===== config.mk =====
export PLATFORM = sky130hd
export DESIGN_NAME = arb_top
export DESIGN_NICKNAME = d
export VERILOG_FILES = /design/src/verilog/arb_pkg.sv /design/src/verilog/skid_buf.sv /design/src/verilog/rr_arbiter.sv /design/src/verilog/sync_fifo.sv /design/src/verilog/arb_top.sv
export SDC_FILE = /design/constraint.sdc
export NUM_CORES = 1
export LEC_CHECK = 0
export BUFFER_PORTS_ARGS = -buffer_cell sky130_fd_sc_hd__buf_2
export CORE_UTILIZATION = 50
export CTS_CLUSTER_DIAMETER = 50
export CTS_CLUSTER_SIZE = 16
export DETAILED_ROUTE_END_ITERATION = 6
export GPL_TIMING_DRIVEN = 0
export PLACE_DENSITY_LB_ADDON = 0.1
export SETUP_SLACK_MARGIN = 0.1
export SYNTH_ARGS = -nofsm -noshare
export SYNTH_HDL_FRONTEND = slang
export SYNTH_HIERARCHICAL = 1
export SYNTH_SLANG_ARGS = --single-unit
export TNS_END_PERCENT = 50

===== constraint.sdc =====
create_clock -name clk -period 4.2 [get_ports clk]
set_input_delay 0.84 -clock clk [delete_from_list [all_inputs] [get_ports clk]]
set_output_delay 0.84 -clock clk [all_outputs]
set_load 0.02 [all_outputs]

===== src/verilog/arb_pkg.sv =====
`default_nettype none

package arb_pkg;

  // upstream side
  localparam int NUM_IN = 4;
  localparam int SRC_W  = $clog2(NUM_IN);  // source index carried with each word
  localparam int DATA_W = 16;

  // output fifo
  localparam int FIFO_DEPTH = 4;
  localparam int FIFO_PTR_W = $clog2(FIFO_DEPTH);
  localparam int FIFO_CNT_W = $clog2(FIFO_DEPTH + 1);  // count has to reach FIFO_DEPTH

  // one upstream payload word
  typedef logic [DATA_W-1:0] data_t;

  // what the arbiter writes into the fifo
  // src sits above data so the tag is in the top bits of the stored word
  typedef struct packed {
    logic [SRC_W-1:0] src;   // index of the input the word came from
    data_t            data;
  } arb_word_t;

endpackage : arb_pkg

`default_nettype wire


===== src/verilog/skid_buf.sv =====
`timescale 1ns/100ps
`default_nettype none

module skid_buf #(
  parameter type payload_t = logic
) (
  input  logic     clk,
  input  logic     rst,

  // upstream side
  input  logic     valid_us,
  output logic     stall_us,
  input  payload_t data_us,

  // downstream side
  output logic     valid_ds,
  input  logic     stall_ds,
  output payload_t data_ds
);

  logic     hold_valid;    // holding register occupied
  payload_t hold_data;     // word parked while downstream stalls
  logic     capture;       // live word blocked this cycle
  logic     drain;         // held word leaves at this edge

  // a live word only gets parked when nothing is held yet
  assign capture = valid_us & ~hold_valid & stall_ds;
  assign drain   = hold_valid & ~stall_ds;

  // held word goes out first, otherwise the live input passes straight through
  assign valid_ds = hold_valid | valid_us;
  assign data_ds  = hold_valid ? hold_data : data_us;

  // stall toward upstream is the flag flop itself, so it is registered
  assign stall_us = hold_valid;

  always_ff @(posedge clk or posedge rst) begin
    if (rst) begin
      hold_valid <= 1'b0;
    end else if (capture) begin
      hold_valid <= 1'b1;
    end else if (drain) begin
      hold_valid <= 1'b0;   // upstream word, if any, flows through next cycle
    end
  end

  // payload only moves on capture
  always_ff @(posedge clk) begin
    if (capture) begin
      hold_data <= data_us;
    end
  end

endmodule : skid_buf

`default_nettype wire


===== src/verilog/rr_arbiter.sv =====
`timescale 1ns/100ps
`default_nettype none

module rr_arbiter import arb_pkg::*; (
  input  logic               clk,
  input  logic               rst,

  // buffered inputs, one bit or word per source
  input  logic [NUM_IN-1:0]  req,
  input  data_t [NUM_IN-1:0] req_data,
  output logic [NUM_IN-1:0]  req_stall,

  // fifo write port
  input  logic               fifo_full,
  output logic               wr_en,
  output arb_word_t          wr_word
);

  logic [SRC_W-1:0]  ptr;        // input with top priority this cycle
  logic [SRC_W-1:0]  ptr_next;
  logic [SRC_W-1:0]  sel;        // first requester found from ptr upward
  logic              found;
  logic [NUM_IN-1:0] grant;      // one-hot, all zero when nothing is written

  // search order is ptr, ptr+1, ... wrapping at NUM_IN
  always_comb begin
    int idx;
    sel   = ptr;
    found = 1'b0;
    for (int i = 0; i < NUM_IN; i++) begin
      idx = int'(ptr) + i;
      if (idx >= NUM_IN) begin
        idx = idx - NUM_IN;
      end
      if (!found && req[idx]) begin
        found = 1'b1;
        sel   = SRC_W'(idx);
      end
    end
  end

  // no grant at all while the fifo is full, so a write is never lost
  assign wr_en = found & ~fifo_full;
  assign grant = wr_en ? (NUM_IN'(1) << sel) : '0;

  // losers hold their word, and everyone holds while the fifo is full
  assign req_stall = fifo_full ? '1 : (req & ~grant);

  // tag the winning word with its source
  assign wr_word.src  = sel;
  assign wr_word.data = req_data[sel];

  // pointer steps by one after every grant, whoever won
  assign ptr_next = (ptr == SRC_W'(NUM_IN - 1)) ? '0 : ptr + 1'b1;

  always_ff @(posedge clk or posedge rst) begin
    if (rst) begin
      ptr <= '0;
    end else if (wr_en) begin
      ptr <= ptr_next;
    end
  end

endmodule : rr_arbiter

`default_nettype wire


===== src/verilog/sync_fifo.sv =====
`timescale 1ns/100ps
`default_nettype none

module sync_fifo import arb_pkg::*; #(
  parameter type payload_t = logic
) (
  input  logic     clk,
  input  logic     rst,

  // write side
  input  logic     wr_en,
  input  payload_t wr_data,
  output logic     full,

  // read side, valid/stall
  output logic     valid_ds,
  input  logic     stall_ds,
  output payload_t rd_data
);

  payload_t              mem [FIFO_DEPTH];
  logic [FIFO_PTR_W-1:0] wr_ptr;
  logic [FIFO_PTR_W-1:0] rd_ptr;
  logic [FIFO_CNT_W-1:0] count;    // words currently stored
  logic                  empty;
  logic                  rd_en;
  logic                  wr_ok;

  // circular pointer step
  function automatic logic [FIFO_PTR_W-1:0] ptr_inc(input logic [FIFO_PTR_W-1:0] p);
    return (p == FIFO_PTR_W'(FIFO_DEPTH - 1)) ? '0 : p + 1'b1;
  endfunction

  assign empty    = (count == '0);
  assign full     = (count == FIFO_CNT_W'(FIFO_DEPTH));
  assign valid_ds = ~empty;
  assign rd_en    = valid_ds & ~stall_ds;

  // a read at the same edge frees a slot, so full alone does not block the write
  assign wr_ok = wr_en & (~full | rd_en);

  assign rd_data = mem[rd_ptr];   // head of queue, visible the cycle after the write

  always_ff @(posedge clk or posedge rst) begin
    if (rst) begin
      wr_ptr <= '0;
      rd_ptr <= '0;
      count  <= '0;
    end else begin
      if (wr_ok) begin
        wr_ptr <= ptr_inc(wr_ptr);
      end
      if (rd_en) begin
        rd_ptr <= ptr_inc(rd_ptr);
      end
      case ({wr_ok, rd_en})
        2'b10:   count <= count + 1'b1;
        2'b01:   count <= count - 1'b1;
        default: count <= count;        // idle, or read and write together
      endcase
    end
  end

  always_ff @(posedge clk) begin
    if (wr_ok) begin
      mem[wr_ptr] <= wr_data;
    end
  end

endmodule : sync_fifo

`default_nettype wire


===== src/verilog/arb_top.sv =====
`timescale 1ns/100ps
`default_nettype none

module arb_top import arb_pkg::*; (
  input  logic               clk,
  input  logic               rst,

  // upstream streams
  input  logic [NUM_IN-1:0]  valid_us,
  output logic [NUM_IN-1:0]  stall_us,
  input  data_t [NUM_IN-1:0] data_us,

  // merged downstream stream
  output logic               valid_ds,
  input  logic               stall_ds,
  output data_t              data_ds,
  output logic [SRC_W-1:0]   src_ds
);

  // skid buffer outputs toward the arbiter
  logic [NUM_IN-1:0]  buf_valid;
  logic [NUM_IN-1:0]  buf_stall;
  data_t [NUM_IN-1:0] buf_data;

  // arbiter to fifo
  logic               fifo_full;
  logic               fifo_wr_en;
  arb_word_t          fifo_wr_word;
  arb_word_t          fifo_rd_word;

  // one skid buffer per input so each stall_us comes from a flop
  generate
    for (genvar i = 0; i < NUM_IN; i++) begin : in_buf
      skid_buf #(.payload_t(data_t)) u_skid (
        .clk,
        .rst,
        .valid_us (valid_us[i]),
        .stall_us (stall_us[i]),
        .data_us  (data_us[i]),
        .valid_ds (buf_valid[i]),
        .stall_ds (buf_stall[i]),
        .data_ds  (buf_data[i])
      );
    end
  endgenerate

  rr_arbiter u_arb (
    .clk,
    .rst,
    .req       (buf_valid),
    .req_data  (buf_data),
    .req_stall (buf_stall),
    .fifo_full (fifo_full),
    .wr_en     (fifo_wr_en),
    .wr_word   (fifo_wr_word)
  );

  sync_fifo #(.payload_t(arb_word_t)) u_fifo (
    .clk,
    .rst,
    .wr_en    (fifo_wr_en),
    .wr_data  (fifo_wr_word),
    .full     (fifo_full),
    .valid_ds (valid_ds),
    .stall_ds (stall_ds),
    .rd_data  (fifo_rd_word)
  );

  // split the tagged word back into payload and source index
  assign data_ds = fifo_rd_word.data;
  assign src_ds  = fifo_rd_word.src;

endmodule : arb_top

`default_nettype wire


==> results of run 1 <==
[Yosys cell counts (4+ instances only)]
library cell and count:
sky130_fd_sc_hd__and2_2 5, sky130_fd_sc_hd__mux4_1 9, sky130_fd_sc_hd__buf_6 6, sky130_fd_sc_hd__dfrtp_1 13
sky130_fd_sc_hd__edfxtp_1 136, sky130_fd_sc_hd__or2_1 4, sky130_fd_sc_hd__o21a_1 4, sky130_fd_sc_hd__buf_12 5
sky130_fd_sc_hd__inv_1 14, sky130_fd_sc_hd__a21oi_1 4, sky130_fd_sc_hd__mux2_4 28, sky130_fd_sc_hd__buf_2 5
sky130_fd_sc_hd__ha_1 6, sky130_fd_sc_hd__and3b_2 5, sky130_fd_sc_hd__mux2_2 42, sky130_fd_sc_hd__nor2_1 11
sky130_fd_sc_hd__mux4_2 26
[flip-flops by register name, indices dropped and copies added, names as in the netlist]
register and flops:
u_fifo/mem 72, u_fifo/rd_ptr 2, u_fifo/count 3, in_buf.u_skid/hold_data 64
u_fifo/wr_ptr 2, u_arb/ptr 2, in_buf.u_skid/stall_us 4
[cell type report]
type | instances | area, sq um | share of cell area, %
sequential | 149 | 4410 | 53.5
multi-input combinational | 179 | 2330 | 28.3
timing repair buffer | 92 | 460 | 5.58
clock buffer | 18 | 429 | 5.20
tap | 176 | 220 | 2.67
buffer | 19 | 206 | 2.50
clock inverter | 13 | 133 | 1.61
inverter | 15 | 56.3 | 0.683
[per-layer routing]
metal	track usage (%)	vias to the layer above
li1	-	1688
met1	29.0	1879
met2	33.4	94
met3	3.92	20
met4	9.80	0
met5	0	-
[final timing paths]
| check | endpoint | cells after the start | slack, ps | from |
|---|---|---|---|---|
| worst min-delay path | in_buf[2].u_skid/stall_us | 2 | 310 | rst |
| worst max-delay path | in_buf[0].u_skid/hold_data[11] | 11 | 360 | in_buf[1].u_skid/stall_us |
| worst min register to register | u_fifo/count[1] | 2 | 570 | u_fifo/count[1] |
| max in group asynchronous | u_fifo/count[1] | 2 | 3550 | rst |
| worst max register to register | in_buf[0].u_skid/hold_data[11] | 11 | 360 | in_buf[1].u_skid/stall_us |
| min in group clk | u_fifo/count[1] | 2 | 570 | u_fifo/count[1] |
[logic make-up (layout without fill, tap and decap cells)]
| logic type | Yosys count | in the layout | synth area share [%] |
|---|---|---|---|
| mux | 108 | 108 | 24.9 |
| xor+xnor | 3 | 3 | 0.643 |
| simple gates | 39 | 39 | 3.55 |
| compound gates | 22 | 22 | 2.86 |
| fa+ha+maj | 7 | 7 | 1.36 |
| buf+inv | 34 | 157 | 3.75 |
| flops | 149 | 149 | 62.9 |
[per-stage QoR]
stage / std cells / area (sq um) / utilization (%) / setup WS [ps]
finish: 661 / 8250 / 61.3 / 360
global placement: 630 / 7690 / 57.1 / 212
detailed placement: 630 / 7690 / 57.1 / 102
global route: 661 / 8250 / 61.3 / 185
floorplan: 362 / 7010 / - / 935
CTS: 661 / 8250 / 61.3 / 333
[power by group]
group	leakage, nW	switching (mW)	internal, mW	total, mW
clock network	0.270	0.574	0.867	1.44
logic	1.44	2.14	1.78	3.92
registers	1.42	0.187	2.82	3.00
==> results.md, run 1 <==
Layout:
- The number of antenna diodes in the final layout is 0.
- The number of filler instances in the final layout is roughly 1.0k.
- The area growth from synthesis to layout is 17.7%.
- The final layout contains 551 nets.
- The top cell types in the final layout, fill and taps aside, are 136 x sky130_fd_sc_hd__edfxtp_1, 97 x sky130_fd_sc_hd__buf_2, 42 x sky130_fd_sc_hd__mux2_2, 28 x sky130_fd_sc_hd__mux2_4, 26 x sky130_fd_sc_hd__mux4_2.
- Leaving out fill and tap cells, the most frequent cell in the layout is sky130_fd_sc_hd__edfxtp_1.
- The share of final-layout standard cells stronger than drive strength 1 is around 52%.

Critical path:
- The arrival time of data at the critical path endpoint is approximately 3900 ps.
- The required arrival time at the worst endpoint is roughly 4300 ps.
- The family with the most delay on the worst path is buffers and inverters.
- The maximum net fanout on the critical path is 16.
- The category of the critical setup timing path is reg -> reg.
- Traced cell by cell, the critical path runs through buf_6 > buf_12 > or2_1 > clkbuf_2 > nor4b_1 > o32a_1 > clkbuf_1 > buf_2 > nor2_1 > a21oi_1 > and3b_2.
- The category of the worst setup path launch point is a flop.
- The number of buffer and inverter instances along the worst setup path is 5.
- The delay contributed by the slowest stage of the critical path is 570 ps.
- The critical-path cell with the highest stage delay is sky130_fd_sc_hd__and3b_2.
- STA classifies the critical path endpoint as a flop.

Global routing:
- The first global-routing pass estimated between 20000 and 25000 um of wire.
- The number of global-route vias before repair is around 3.9k.
- The initial antenna violation count is 0.
- Entering global routing, the biggest net connects 19 pins.
- The global-route usage over all layers is between 20% and 30%.
- Global routing finished with a remaining overflow of 0.

Timing:
- The fraction of the cycle the final worst path needs is roughly nine tenths.
- The worst clock skew is ~10 ps.
- At the pin with the least slew margin, the transition time is 614 ps.
- The relative max-transition margin is between 50 and 60%.
- The minimum hold slack is 313 ps.
- The achievable frequency is roughly 0.26 GHz.
- The count of endpoints failing setup in the final report is 0.
- The number of pins with negative max-slew slack in the final report is 0.
- The total count of hold-check failures in the final report came to 0.
- After routing, the total negative slack on setup checks comes to 0 ps.
- The post-layout minimum cycle time is roughly 3800 ps.
- Setup repair after global routing left no endpoint under its margin.

Synth:
- When the netlist entered floorplanning its net count stood at 440.
- The synthesized flop and latch total is 149.
- The top flip-flop cell by instance count after synthesis is sky130_fd_sc_hd__edfxtp_1.
- The mean post-synth cell area is 19.4 sq um.
- The top cell type by area accounts for between 50% and 60% of the synthesized area.
- The post-synthesis instance total is around 360.
- The post-synthesis cell area is roughly 7000 sq um.
- The number of library cell types mapped by synthesis is 46.
- By area the synthesized netlist is led by sky130_fd_sc_hd__edfxtp_1 58%, sky130_fd_sc_hd__mux4_2 8.4%, sky130_fd_sc_hd__mux2_2 6.7%.
- For this run, the number of Yosys warnings is 6.
- The share of flip-flops with an asynchronous set or reset after synthesis is 8.72%.
- The library cell with the largest summed area after synthesis is sky130_fd_sc_hd__edfxtp_1.
- The share of synthesized area occupied by flip-flops and latches is a little over three fifths.
- The number of synthesized flops with an enable pin is between 100 and 150.

Power and ir drop:
- The peak ir drop on the vdd network is 0.000639 V.
- In this run the power density over the cells is ~1000 nW/um^2.
- Power comes to between 8 and 9 mW.
- The leakage component of the power is roughly 3.1 nW.

Clock tree:
- TritonCTS built the clock tree.
- The H-tree depth is 4.
- The post-CTS clock slew at the launch and capture registers of the worst setup and hold paths is ~60 ps.
- The number of gates resized after CTS was 0.
- The number of post-CTS setup repair buffers is 0.
- In this run, CTS created clock tree buffers numbering 17.
- CTS placed an instance of sky130_fd_sc_hd__clkbuf_16 at the clock tree root.
- At the later pin of the worst-skew pair, clock insertion delay measures 420 ps.
- The number of hold-repair buffers added at the cts stage is 0.
- The maximum buffer depth of the clock tree is 2.
- The clock net sink count is roughly 150.

Routing:
- After detailed routing, the met2 layer carries ~6800 um of wire.
- The number of DRC markers after the initial detailed-route iteration is 225.
- After detailed routing, the number of remaining DRC violations is 0.
- In the final routing, the length of wire on met1 measures roughly 6400 um.
- Routed signal wires occupy layers up through met4.
- The detailed-route wire length per cell is between 20 and 25 um.
- The routed wire length is around 14000 um.
- Before antenna repair, the detailed router went through 5 iterations.
- Using the TritonRoute via totals, the vias-per-cell ratio works out to approximately 5.6.
- The met3 wirelength from detailed routing is approximately 500 um.
- The routed layout has about 3.7k vias.
- The post-route antenna net violation count is 0.

Floorplan:
- The floorplan step set the die height to between 100 and 150 um.
- The floorplan step defined a die boundary enclosing between 10000 and 15000 sq um.
- The horizontal extent of the die is 120 um.
- The area of the placeable core is roughly 13000 sq um.
- In this run the core area contains 42 standard-cell rows.
- The total I/O pin count is between 90 and 100.
- Once the floorplan was initialized, standard cells occupied 52.1% of the core.

Min path:
- The worst hold path belongs to the class in -> async.

Placement:
- The sum of net half-perimeters after detailed placement is 9320 um.
- Input and output buffers added on the ports amount to 92.
- The weighted congestion at the end of routability-driven global placement is 0.769.

Job:
- Across the run, the number of max-cap violations was 0.

Outcome:
- The flow ran to the end, and the final reports show no timing, DRC or antenna violations.
(Power assumes the default switching activity.)
==> run 2: changes to the inputs <==
CORE_UTILIZATION = 45   (was 50)
clock period = 3.25 ns   (was 4.2 ns; I/O delays follow)
==> run 2 against run 1 <==
Against the previous run: setup slack worse by 210 ps; utilization is 5.6 points lower; die area is 11% higher; register-to-register slack worse by 210 ps; wire length is 7.0% higher; fmax is 24% higher; global-route usage is 1.7 points lower; non-clock buffer count is 12 higher; clock skew hardly changed; clock-buffer cell count is 2 higher; sequential share of layout area is 1.4 points lower; via count is 1.1% higher.
==> results.md, run 2 (synthesis results as in run 1) <==
Clock tree:
- The clock net sink count is 149 (unchanged).
- The CTS buffer count is 17 (unchanged).
- The post-CTS clock slew at the launch and capture registers of the worst setup and hold paths is 60 ps (about the same).
- The clock root buffer master is sky130_fd_sc_hd__clkbuf_16 (unchanged).
- The H-tree depth is 4 (unchanged).
- The clock insertion delay at the later pin of the skew report is 420 ps (about the same).
- The clock tree from TritonCTS is done (unchanged).
- The maximum buffer depth of the clock tree is 2 (unchanged).

Critical path:
- The arrival time of data at the critical path endpoint is 3230 ps (was 3890 ps).
- The critical register-to-register path endpoint is u_fifo/mem[2][6] (was in_buf[0].u_skid/hold_data[11]).
- The maximum net fanout on the critical path was 10 (was 16).
- The startpoint of the worst-slack reg-to-reg timing path is in_buf[3].u_skid/stall_us (was in_buf[1].u_skid/stall_us).
- Chain of cells forming the critical path: buf_6 > buf_12 > or2_4 > mux4_2 > inv_2 > o22ai_4 > xnor2_4 > buf_6 > buf_12 > mux4_2 (was buf_6 > buf_12 > or2_1 > clkbuf_2 > nor4b_1 > o32a_1 > clkbuf_1 > buf_2 > nor2_1 > a21oi_1 > and3b_2).
- The category of the critical setup timing path is reg -> reg (unchanged).
- The number of buffer and inverter instances along the worst setup path came to 5 (unchanged).
- The family with the most delay on the worst path is multiplexers (was buffers and inverters).
- The required arrival time at the worst endpoint is 3390 ps (was 4250 ps).
- The delay contributed by the slowest stage of the critical path came to 590 ps (was 570 ps).
- The critical-path cell with the highest stage delay was sky130_fd_sc_hd__mux4_2 (was sky130_fd_sc_hd__and3b_2).
- The category of the worst setup path launch point is a flop (unchanged).
- The register-to-register setup slack was 150 ps (was 360 ps).
- The critical path capture point type is a flop (unchanged).
- The worst reg-to-reg path cell count is 10 (was 11).

Floorplan:
- The total die area is 16100 sq um (was 14500 sq um).
- The vertical die dimension is 127 um (was 120 um).
- The starting density of the core is 46.1% (was 52.1%).
- The total I/O pin count is 94 (unchanged).
- The number of placement rows is 45 (was 42).
- The area of the placeable core is 15200 sq um (was 13500 sq um).
- The horizontal extent of the die is 127 um (was 120 um).

Timing:
- The count of endpoints failing setup in the final report came to 0 (unchanged).
- The relative max-transition margin is 61.9% (was 59.0%).
- The number of pins with negative max-slew slack in the final report was 0 (unchanged).
- RSZ-0062 raised after global routing: false (unchanged).
- The achievable frequency is 0.323 GHz (was 0.260 GHz).
- The actual transition at the worst max-transition pin is 570 ps (was 614 ps).
- The total count of hold-check failures in the final report is 0 (unchanged).
- The fraction of the cycle the final worst path needs was 95.3% (was 91.4%).
- The post-layout minimum cycle time is 3100 ps (was 3840 ps).
- The worst clock skew is 9.85 ps (was 10.0 ps).

Layout:
- The share of final-layout standard cells stronger than drive strength 1 is 56.4% (was 52.4%).
- The count of antenna diodes in the layout is 0 (unchanged).
- The commonest non-fill, non-tap cell in the layout was sky130_fd_sc_hd__edfxtp_1 (unchanged).
- Most used cells in the layout excluding fill and tap cells: 136 x sky130_fd_sc_hd__edfxtp_1, 96 x sky130_fd_sc_hd__buf_2, 42 x sky130_fd_sc_hd__mux2_2, 34 x sky130_fd_sc_hd__mux4_2, 28 x sky130_fd_sc_hd__mux2_4 (was 136 x sky130_fd_sc_hd__edfxtp_1, 97 x sky130_fd_sc_hd__buf_2, 42 x sky130_fd_sc_hd__mux2_2, 28 x sky130_fd_sc_hd__mux2_4, 26 x sky130_fd_sc_hd__mux4_2).
- The number of filler instances in the final layout was 1221 (was 1025).
- The net count of the finished layout is 563 (was 551).
- The signed area change from the synthesized netlist to the final layout is 20.9% (was 17.7%).
- The register ranked first by flip-flop count is u_fifo/mem (unchanged).
- The post-route core utilization is 55.7% (was 61.3%).
- The number of flip-flops under the largest register name is 72 (unchanged).

Placement:
- The weighted congestion at the end of routability-driven global placement is 0.836 (was 0.769).
- The sum of net half-perimeters after detailed placement is 9950 um (was 9320 um).
- The number of buffer cells added on primary ports was 92 (unchanged).

Global routing:
- The global-route usage over all layers is 19.6% (was 21.3%).
- The first-pass GRT wire length was 22300 um (was 21900 um).
- The total congestion overflow is 0 (unchanged).
- The initial antenna violation count is 0 (unchanged).
- The number of global-route vias before repair came to 3928 (was 3902).
- The maximum number of pins on one net before global-route repair is 19 (unchanged).

Routing:
- The detailed-route wire length per cell is 21.8 um (was 21.2 um).
- The number of DRC markers after the initial detailed-route iteration came to 227 (was 225).
- The total iterations of the first detailed-routing run came to 4 (was 5).
- The post-route antenna net violation count is 0 (unchanged).
- The number of vias per cell after detailed routing came to 5.42 (was 5.57).
- The routed wire length is 15000 um (was 14000 um).
- The DRC violations left is 0 (unchanged).
- The via count is 3720 (was 3681).

Job:
- The max-capacitance violation count is 0 (unchanged).

Outcome:
- Run status: finished, final reports clean (unchanged).

Min path:
- The class of the worst hold path was in -> async (unchanged).
run 2: changes by cell type in the layout (fill, tap and decap cells not counted), moves of 3 or more:
cell	change
sky130_fd_sc_hd__and3b_4	+4
sky130_fd_sc_hd__mux4_1	-8
sky130_fd_sc_hd__and2_2	-4
sky130_fd_sc_hd__buf_12	+6
sky130_fd_sc_hd__mux4_2	+8
sky130_fd_sc_hd__buf_4	+5
sky130_fd_sc_hd__and3b_2	-4
sky130_fd_sc_hd__or2_4	+4
sky130_fd_sc_hd__or2_1	-4
sky130_fd_sc_hd__and2_4	+4
sky130_fd_sc_hd__buf_8	+3
run 2: how the worst max path moves through the flow:
stage | startpoint | depth (start not counted) | endpoint | slack (ps)
finish | in_buf[3].u_skid/stall_us | 10 | u_fifo/mem[2][6] | 150
global route | in_buf[3].u_skid/stall_us | 10 | u_fifo/mem[2][6] | 80
CTS | in_buf[1].u_skid/stall_us | 10 | u_fifo/mem[0][6] | 30
detailed placement | valid_us[1] | 10 | in_buf[0].u_skid/hold_data[15] | -640
global placement | valid_us[1] | 10 | in_buf[0].u_skid/hold_data[2] | -570
floorplan | in_buf[1].u_skid/stall_us | 12 | in_buf[1].u_skid/hold_data[0] | 100
run 2: cell type report:
type / count / area, sq um / area share, %
Buffer: 18 / 219 / 2.58
Clock buffer: 20 / 437 / 5.15
Clock inverter: 12 / 130 / 1.54
Inverter: 15 / 58.8 / 0.694
Multi-Input combinational cell: 179 / 2340 / 27.6
Sequential cell: 149 / 4410 / 52.1
Tap cell: 188 / 235 / 2.78
Timing Repair Buffer: 105 / 644 / 7.61
run 2: what timing repair did:
action	4_1_cts	5_1_grt
pin swaps	3	1
buffers inserted	6	7
gates resized for setup	7	30
endpoints found under the setup margin	128	178
hold buffers	0	0
run 2: stage by stage:
stage          area [sq um]  worst slack, ps  instances  hold WS, ps  TNS (ps)
4_1_cts                8400             25.5        680          104         0
2_1_floorplan          7020              105        362          379         0
3_3_place_gp           7720             -569        642          551    -37590
3_5_place_dp           7720             -636        642          560    -40090
5_1_grt                8470             82.9        686          123         0
6_report               8470              153        686          119         0
run 2: layer usage:
layer | routed length, um | part of all wire, % | track usage (%) | vias up
li1 | - | - | - | 1708
met1 | 7020 | 47 | 25.7 | 1912
met2 | 7180 | 48 | 31.9 | 81
met3 | 519 | 3.5 | 4.34 | 19
met4 | 248 | 1.7 | 7.56 | 0
met5 | 0 | 0 | 0 | -
run 2: worst reg2reg max path, cell delays in order (launching register included):
cell and delay (ps):
sky130_fd_sc_hd__dfrtp_1 400, sky130_fd_sc_hd__buf_6 170, sky130_fd_sc_hd__buf_12 160, sky130_fd_sc_hd__or2_4 300, sky130_fd_sc_hd__mux4_2 490, sky130_fd_sc_hd__inv_2 80, sky130_fd_sc_hd__o22ai_4 90, sky130_fd_sc_hd__xnor2_4 260
sky130_fd_sc_hd__buf_6 140, sky130_fd_sc_hd__buf_12 130, sky130_fd_sc_hd__mux4_2 590
Power of run 2 is left out: the tool's default activity adds up to more than one toggle a clock period on the data nets, which glitch-free logic cannot reach.
